File: src/common/exec_consts.svh
`ifndef EXEC_CONSTS_SVH
`define EXEC_CONSTS_SVH

// register and data width
`define GPR_SIZE 64

// reorder buffer tag width
`define ROB_IDX_SIZE 5

// data memory depth in doublewords
`define DMEM_WORDS 512

`endif

File: src/common/exec_pkg.sv
`default_nettype none

package exec_pkg;

  // micro-op codes shared by both stations
  typedef enum logic [3:0] {
    PLUS,
    MINUS,
    ORN,
    OR,
    EOR,
    AND,
    CSNEG,
    CSINC,
    CSINV,
    CSEL,
    MOV,
    LDUR,
    STUR
  } fu_op_t;

  // ARM condition code encoding
  typedef enum logic [3:0] {
    EQ,
    NE,
    CS,
    CC,
    MI,
    PL,
    VS,
    VC,
    HI,
    LS,
    GE,
    LT,
    GT,
    LE,
    AL,
    NV
  } cond_t;

  typedef struct packed {
    logic n;
    logic z;
    logic c;
    logic v;
  } nzcv_t;

endpackage

`default_nettype wire

File: src/design/writeback_stage.sv
`default_nettype none

`include "exec_consts.svh"

module writeback_stage (
  input  wire                         clk,
  input  wire                         arst_n,
  input  wire                         ex_valid,
  input  wire [`ROB_IDX_SIZE-1:0]     ex_rob_idx,
  input  wire [`GPR_SIZE-1:0]         ex_value,
  input  wire                         ex_set_nzcv,
  input  wire exec_pkg::nzcv_t        ex_nzcv,
  input  wire                         rob_ack,
  output logic                        wb_hold,
  output logic                        rob_req,
  output logic [`ROB_IDX_SIZE-1:0]    rob_idx,
  output logic [`GPR_SIZE-1:0]        rob_value,
  output logic                        rob_set_nzcv,
  output exec_pkg::nzcv_t             rob_nzcv
);

  // EMPTY, then REQ until ack, then RELEASE until ack drops
  typedef enum logic [1:0] {
    WB_EMPTY,
    WB_REQ,
    WB_RELEASE
  } wb_state_t;

  wb_state_t state;
  logic      load;

  // slot frees on the edge that sees rob_ack low again
  assign wb_hold = (state == WB_REQ) || ((state == WB_RELEASE) && rob_ack);
  assign load    = ex_valid && !wb_hold;
  assign rob_req = (state == WB_REQ);

  always_ff @(posedge clk or negedge arst_n) begin
    if (!arst_n) begin
      state <= WB_EMPTY;
    end else if (load) begin
      state <= WB_REQ;
    end else begin
      case (state)
        WB_REQ: begin
          if (rob_ack) begin
            state <= WB_RELEASE;
          end
        end
        WB_RELEASE: begin
          if (!rob_ack) begin
            state <= WB_EMPTY;
          end
        end
        default: state <= WB_EMPTY;
      endcase
    end
  end

  // held stable for the whole exchange
  always_ff @(posedge clk) begin
    if (load) begin
      rob_idx      <= ex_rob_idx;
      rob_value    <= ex_value;
      rob_set_nzcv <= ex_set_nzcv;
      rob_nzcv     <= ex_nzcv;
    end
  end

endmodule

`default_nettype wire

File: config.mk
export PLATFORM = sky130hd
export DESIGN_NAME = writeback_stage
export DESIGN_NICKNAME = d
export VERILOG_FILES = /design/src/common/exec_pkg.sv /design/src/design/writeback_stage.sv
export VERILOG_INCLUDE_DIRS = /design/src /design/src/common
export SDC_FILE = /design/constraint.sdc
export NUM_CORES = 1
export LEC_CHECK = 0
export BUFFER_PORTS_ARGS = -buffer_cell sky130_fd_sc_hd__buf_4
export CAP_MARGIN = 20
export CORE_MARGIN = 2
export CORE_UTILIZATION = 44
export DETAILED_ROUTE_END_ITERATION = 6
export PLACE_DENSITY_LB_ADDON = 0.12
export SYNTH_ARGS = -nofsm -noshare
export SYNTH_HDL_FRONTEND = slang
export SYNTH_SLANG_ARGS = --single-unit
File: constraint.sdc
create_clock -name clk -period 8.45 [get_ports clk]
set_input_delay 0.4225 -clock clk [delete_from_list [all_inputs] [get_ports clk]]
set_output_delay 0.4225 -clock clk [all_outputs]
set_load 0.005 [all_outputs]
* Word level (Yosys, flattened, before mapping)
Index checks and enable logic that the tools add are counted.
** Word-level totals
- Register bits after elaboration :: 76
- Latch bits :: 0
- RAM bits :: 0
- Memory bits (read-only) :: 0
- Output and inout bits :: 76
- Memories kept :: 0
** Operators by class
- Add/sub/neg operators :: 0
- $mul :: 0
- Div/mod/pow operators :: 0
- $lt $le $gt $ge :: 0
- Equality and inequality tests :: 4
- Shift operators :: 0
- Mux-type cells :: 4
- Bitwise operators :: 0
- Reductions and logical operators :: 5
** Operators by type and width (number)
- $mux 2 :: 3
- $pmux 2 s2 :: 1
- $ne 3x2->1 const B :: 1
- $ne 3x3->1 const B :: 1
- $eq 2x1->1 const B :: 1
- $eq 2x2->1 const B :: 1
- $logic_and 1x1->1 :: 2
- $reduce_and 2->1 :: 1
- $logic_not 1->1 :: 1
- $logic_or 1x1->1 :: 1

* Logic depth before layout (Yosys ltp)
Gate-level depths: netlist (run 1).
- Word-level depth :: 7
- Depth in mapped cells :: 3

* Least setup slack after synthesis (run 1)
OpenSTA, ideal clock, no wires.
- Kind :: input -> register
- From :: input port rob_ack
- To :: register rob_idx[0] (enable)
- Arrival :: 2.293 ns
- Slack :: 5.717 ns
- Stages on the path :: 2
- Path buffers :: 0
- Cells stage by stage :: nand3b_1 -> and3_1
** On the way
- Cells in the longest elaborated chain, start to end :: 4
** Ends and longest elaborated chain
- start: declaration :: line writeback_stage.sv:13 : input wire rob_ack,
- $logic_and 1x1->1 :: line writeback_stage.sv:33 : assign wb_hold = (state == WB_REQ) || ((state == WB_RELEASE) && rob_ack);
- $logic_or 1x1->1 :: line writeback_stage.sv:33
- $logic_not 1->1 :: line writeback_stage.sv:34 : assign load = ex_valid && !wb_hold;
- $logic_and 1x1->1 :: line writeback_stage.sv:34
- net load :: line writeback_stage.sv:30 : logic load;
- end signal: assignment :: line writeback_stage.sv:62 : rob_idx <= ex_rob_idx;
- end: declaration :: line writeback_stage.sv:16 : output logic [`ROB_IDX_SIZE-1:0] rob_idx,
The timed path passes the listed nets, and every way through them passes these cells.
A chain may end at the register's enable or synchronous reset.

* Worst setup path after layout (run 1)
- From :: register state[0]
- To :: register rob_value[47] (enable)
** On the way
- Cells in the longest elaborated chain, start to end :: 5
** Ends and longest elaborated chain
- start: declaration :: line writeback_stage.sv:29 : wb_state_t state;
- start signal: assignment :: line writeback_stage.sv:39 : state <= WB_EMPTY;
- start signal: assignment :: line writeback_stage.sv:41 : state <= WB_REQ;
- start signal: assignment :: line writeback_stage.sv:46 : state <= WB_RELEASE;
- $eq 2x2->1 :: line writeback_stage.sv:33
- $logic_and 1x1->1 :: line writeback_stage.sv:33
- $logic_or 1x1->1 (*) :: line writeback_stage.sv:33
- $logic_not 1->1 (*) :: line writeback_stage.sv:34
- $logic_and 1x1->1 (*) :: line writeback_stage.sv:34
- net load :: line writeback_stage.sv:30
- end signal: assignment :: line writeback_stage.sv:63 : rob_value <= ex_value;
- end: declaration :: line writeback_stage.sv:17 : output logic [`GPR_SIZE-1:0] rob_value,
Mark *: on every way through the listed nets, which the timed path passes. The rest lies on a longest branch.

==> summary.md, run 1 <==
| Metric | Value |
|---|---|
| Required time of the critical path | `8390 ps` |
| Core ar. | `5110 um^2` |
| Main synth FF type | `edfxtp_1` |
| Reg2reg end | `rob_value[47]` |
| # port buffers | `153` |
| Die W | `76.7 um` |
| Cells after DPL | `307` |
| Max-slew violation count | `0` |
| Vias per std cell | `about 4.3` |
| Crit Path Class | `flip-flop to flip-flop` |
| Worst Clk Skew | `4.38 ps` |
| HP Class | `input port to flip-flop` |
| Avg Inst Size Synth | `27.7 um^2` |
| Row count | `26` |
| Critical path startpoint | `state[0]` |
| Clock latency on the worst-skew pair | `320 ps` |
| Synth top area cells | `edfxtp_1, dfrtp_1, a2bb2oi_1` |
| Flops & latches, synth | `76` |
| Power Density | `270 nW/um^2` |
| Vias | `1406` |
| Post-DR wirelength/cell | `14.5 um` |
| Wirelength, routed | `4680 um` |
| Top delay family on crit path | `simple AND/OR/NAND/NOR gates` |
| FF-to-FF path depth | `2` |
| Max clock buf depth | `2` |
| Largest net degree at the start of global routing | `75` |
| Synth Instances | `84` |
| Register area share after synthesis | `a little over nine tenths` |
| Die Span Y | `76.7 um` |
| WP depth | `2` |
| Max-cap viol count | `0` |
| Setup slack, reg-to-reg | `around 6700 ps` |
| Hold_ws | `273 ps` |
| Crit path capture | `rob_value[47]` |
| Total CTS buffers | `9` |
| Yosys Warn Count | `0` |
| Syn nets | `162` |
| Final worst-path cycle share | `a little over a fifth` |
| Multi-input gate area | `52.6 um^2` |
| GRT met1 Usage | `about 17%` |
| CTS root buf | `clkbuf_8` |
| Final worst slack | `6680 ps` |
| Power, Total | `around 1 mW` |
| Leak pwr | `1.58 nW` |
| Worst EP arrival | `1710 ps` |
| Register Area | `around 2300 um^2` |
| Number of remaining DRC errors | `0` |
| Post-synth top area share | `95.6%` |
| Antenna violations before repair | `0` |
| GR Util met2 | `a little over a quarter` |
| Share of cells above drive strength 1 | `about 66%` |
| Fillers | `330` |
| Finished Layout Cells | `324` |
| Top-count cell post-synth | `edfxtp_1` |
| IO Count | `about 150` |
| CTS tree | `yes` |
| # setup viols final | `0` |
| CP max stage delay | `830 ps` |
| Worst vdd ir | `0.000321 V` |
| Count of cell types in the netlist | `10` |
| Placer Congestion | `0.736` |
| EDFF count, synth | `74` |
| F_max | `565 MHz` |
| Worst flop-to-flop path startpoint | `state[0]` |
| Worst Path Max Fanout | `74` |
| Vias in the first global route | `1349` |
| FFs w/ async S/R, synth | `between 2 and 3%` |
| Starting Density | `a little under half` |
| Remaining antenna violation count | `0` |
| Total negative slack | `0 ps` |
| Global route overflow | `0` |
| Buf/Inv on CP | `0` |
| RSZ-0062 raised after global routing | `no` |
| CP max-delay cell | `and3_4` |
| Cell taking the most area after synthesis | `edfxtp_1` |
| Placed Area | `3560 um^2` |
| Met3 GRT Util | `between 7 and 8%` |
| Pre-CTS setup slack | `6550 ps` |
| Endpoint type of the worst setup path | `flip-flop` |
| Synthesis-to-finish area growth | `61.3%` |
| Fin util | `73.4%` |
| Post-synth top cells | `edfxtp_1, dfrtp_1` |
| Detailed-router iteration count before antenna repair | `4` |
| Relative slew slack | `a little under two fifths` |
| Status | `complete, no violations` |
| Final hold vios | `0` |
| CTS clk-pin slew, worst paths | `70 ps` |
| Worst setup SP type | `flip-flop` |
| Initial drt markers | `slightly below 100` |
| Mapped Area | `2320 um^2` |
| Critical path, cell by cell | `nand3b_1 -> and3_4` |
| H-tree Lvls | `3` |
| First-pass GRT wire length | `6770 um` |
| Final net count | `327` |
| Post-route cell area | `3750 um^2` |
| Busiest grt layer | `met2` |
| Slew @ Worst Pin | `946 ps` |
| Die area | `5880 um^2` |
| Total GRT Usage | `15.7%` |
| Clk sinks | `between 70 and 80` |
| Minimum clock period | `1770 ps` |
| Ant diodes | `0` |
[area by class of cell]
class | instances | share of cell area (%)
Inverter | 1 | 0.100
Multi-Input combinational cell | 7 | 1.40
Sequential cell | 76 | 60.6
Tap cell | 70 | 2.34
Clock buffer | 14 | 4.34
Timing Repair Buffer | 154 | 30.9
Clock inverter | 2 | 0.267
[timing repair]
item	4_1_cts	5_1_grt
hold endpoints to repair	2	0
hold buffers	1	0
gates resized for setup	0	0
buffers inserted	0	0
[cell usage in the layout (no fill, tap or decap), drive strengths merged]
master       instances
a2bb2oi              1
and2                 1
and3                 1
buf                153
clkbuf              14
clkinv               2
dfrtp                2
dlygate4sd3          1
edfxtp              74
inv                  1
nand2                1
nand2b               1
nand3b               1
xor2                 1
[flip-flops by register name (all words and copies together) (netlist names)]
name          cells
state             2
rob_idx           5
rob_set_nzcv      1
rob_nzcv          4
rob_value        64
[logic make-up (layout without fill, tap and decap cells)]
group | count (synthesis) | count (layout) | share of synthesized area, %
DFF | 76 | 76 | 97.8
and+or+nand+nor | 5 | 5 | 1.29
AOI/OAI and AO/OA | 1 | 1 | 0.377
xor gates and xnor gates | 1 | 1 | 0.377
buffers and inverters | 1 | 171 | 0.161
[power breakdown]
| part | internal, mW | total [mW] | switching, mW | leakage, nW |
|---|---|---|---|---|
| Clock | 0.122 | 0.238 | 0.116 | 0.0905 |
| Combinational | 0.123 | 0.223 | 0.0992 | 0.770 |
| Sequential | 0.527 | 0.550 | 0.0231 | 0.724 |
| Total | 0.773 | 1.01 | 0.238 | 1.58 |
[how the worst min path moves through the flow]
stage	slack (ps)	to	cells past startpoint	from
floorplan	130	state[0]	0	arst_n
global placement	210	state[1]	1	arst_n
detailed placement	210	state[0]	1	arst_n
CTS	250	rob_value[7]	1	ex_value[7]
global route	250	rob_value[14]	1	ex_value[14]
finish	270	rob_value[51]	1	ex_value[51]
[routing by layer]
layer	part of all wire, %	wire length [um]
met5	0	0
met4	1.1	53
met3	11	523
met2	54	2520
met1	34	1590
Note: power is estimated with default switching activity, not from simulation.
==> run 2, diff against run 1 <==
--- a/config.mk
+++ b/config.mk
@@ -9,7 +9,7 @@
 export BUFFER_PORTS_ARGS = -buffer_cell sky130_fd_sc_hd__buf_4
 export CAP_MARGIN = 20
 export CORE_MARGIN = 2
-export CORE_UTILIZATION = 44
+export CORE_UTILIZATION = 37
 export DETAILED_ROUTE_END_ITERATION = 6
 export PLACE_DENSITY_LB_ADDON = 0.12
 export SYNTH_ARGS = -nofsm -noshare
==> constraint.sdc (replaced) <==
create_clock -name clk -period 1.5 [get_ports clk]
set_input_delay 0.075 -clock clk [delete_from_list [all_inputs] [get_ports clk]]
set_output_delay 0.075 -clock clk [all_outputs]
set_load 0.005 [all_outputs]
==> run 2 against run 1 <==
- design area grew 23%
- cell count up 25%
- worst setup slack got worse by 6500 ps
- via count up 22%
- highest routed layer unchanged
==> summary.md, run 2 (same netlist as run 1, synthesis figures left out) <==
| Metric | Value |
|---|---|
| Placer Congestion | `between 0.7 and 0.8` |
| Post-DR wirelength/cell | `14.5 um` |
| Top delay family on crit path | `buffers and inverters` |
| Slew @ Worst Pin | `roughly 200 ps` |
| Initial drt markers | `99` |
| CTS root buf | `clkbuf_8` |
| First-pass GRT wire length | `roughly 9000 um` |
| Clock latency on the worst-skew pair | `~330 ps` |
| CTS tree | `yes` |
| Final net count | `404` |
| Number of remaining DRC errors | `0` |
| Total GRT Usage | `around 17%` |
| Die area | `between 6000 and 7000 um^2` |
| Commonest non-fill, non-tap cell in the layout | `buf_4` |
| Ant diodes | `0` |
| Relative slew slack | `86.8%` |
| Multi-input gate area | `52.6 um^2` |
| Remaining antenna violation count | `0` |
| Placed Area | `3610 um^2` |
| WP depth | `5` |
| Fillers | `approximately 340` |
| Critical path, cell by cell | `dlygate4sd3_1 -> buf_4 -> nand3b_1 -> and3_4 -> buf_12` |
| Starting Density | `38.8%` |
| Worst Path Max Fanout | `38` |
| RSZ-0062 raised after global routing | `no` |
| Core ar. | `about 6000 um^2` |
| Gates resized, CTS repair | `0` |
| Max-slew violation count | `0` |
| Die W | `83.2 um` |
| Share of cells above drive strength 1 | `51.4%` |
| Final worst-path cycle share | `85.3%` |
| Synthesis-to-finish area growth | `98.1%` |
| Endpoint type of the worst setup path | `flip-flop` |
| Total CTS buffers | `9` |
| Max-cap viol count | `0` |
| H-tree Lvls | `3` |
| Global route overflow | `0` |
| Largest register by flop count | `rob_value` |
| Worst setup SP type | `input port` |
| # port buffers | `153` |
| Status | `complete, no violations` |
| CTS clk-pin slew, worst paths | `approximately 70 ps` |
| Total negative slack | `0 ps` |
| Minimum clock period | `1280 ps` |
| Register Area | `2270 um^2` |
| CP max stage delay | `530 ps` |
| Worst Clk Skew | `approximately 6.4 ps` |
| DP HPWL | `3590 um` |
| Post-route cell area | `4600 um^2` |
| Largest register FFs | `64` |
| Wirelength, routed | `about 5900 um` |
| Max clock buf depth | `2` |
| Post-CTS Setup Bufs | `0` |
| Detailed-router iteration count before antenna repair | `4` |
| Vias in the first global route | `1834` |
| IO Count | `154` |
| Commonest non-fill, non-tap cells in the layout | `buf_4, dlygate4sd3_1, edfxtp_1` |
| Power Density | `roughly 1400 nW/um^2` |
| Antenna violations before repair | `0` |
| Final hold vios | `0` |
| HP Class | `input port to flip-flop` |
| Cells after DPL | `314` |
| FF-to-FF path depth | `3` |
| Largest regs | `rob_value (64), rob_idx (5), rob_nzcv (4)` |
| Worst EP arrival | `roughly 1300 ps` |
| Crit Path Class | `input port to flip-flop` |
| Leak pwr | `1.94 nW` |
| CP max-delay cell | `dlygate4sd3_1` |
| Vias | `1717` |
| F_max | `around 800 MHz` |
| Worst vdd ir | `0.00116 V` |
| Row count | `28` |
| # setup viols final | `0` |
| Vias per std cell | `4.23` |
| Power, Total | `6.38 mW` |
| Required time of the critical path | `1520 ps` |
| Clk sinks | `76` |
| Final worst slack | `221 ps` |
| Die Span Y | `between 80 and 90 um` |
| Worst hold path depth | `2` |
| Largest net degree at the start of global routing | `39` |
| Buf/Inv on CP | `3` |
| Finished Layout Cells | `406` |
| Pre-CTS setup slack | `224 ps` |
run 2: power breakdown:
part	internal [mW]	total, mW	leakage [nW]	switching, mW
sequential	2.95	3.09	0.724	0.137
clock	1.10	1.77	0.117	0.669
combinational	0.898	1.52	1.10	0.623
run 2: per-layer routing:
metal  up-vias  track usage, %  wire [um]
li1        817               -          -
met1       793            18.3       2040
met2        95            29.4       3090
met3        12            7.16        622
met4         0            9.24        123
met5         -               0          0
run 2: stage by stage:
step / util [%] / hold WS, ps
floorplan: - / -221
global placement: 60.3 / -143
detailed placement: 60.3 / -141
CTS: 76.8 / 17.8
global route: 76.8 / 24.3
finish: 76.8 / 32.4
run 2: repair_timing:
action	4_1_cts	5_1_grt
hold endpoints to repair	78	0
endpoints found under the setup margin	0	0
hold buffers	76	0
run 2: cell type report:
cell class	count	share of cell area [%]
Sequential cell	76	49.4
Timing Repair Buffer	231	42.3
Clock buffer	11	2.85
Clock inverter	5	2.17
Tap cell	75	2.04
Multi-Input combinational cell	7	1.14
Inverter	1	0.0815
run 2: path summary, 6_finish.rpt:
check | endpoint | from | slack [ps]
max | rob_value[22] | rob_ack | 220
min | state[0] | ex_valid | 30
max reg2reg | rob_value[22] | state[1] | 230
min reg2reg | state[0] | state[1] | 650
max in group asynchronous | state[0] | arst_n | 1330
min in group asynchronous | state[1] | arst_n | 90
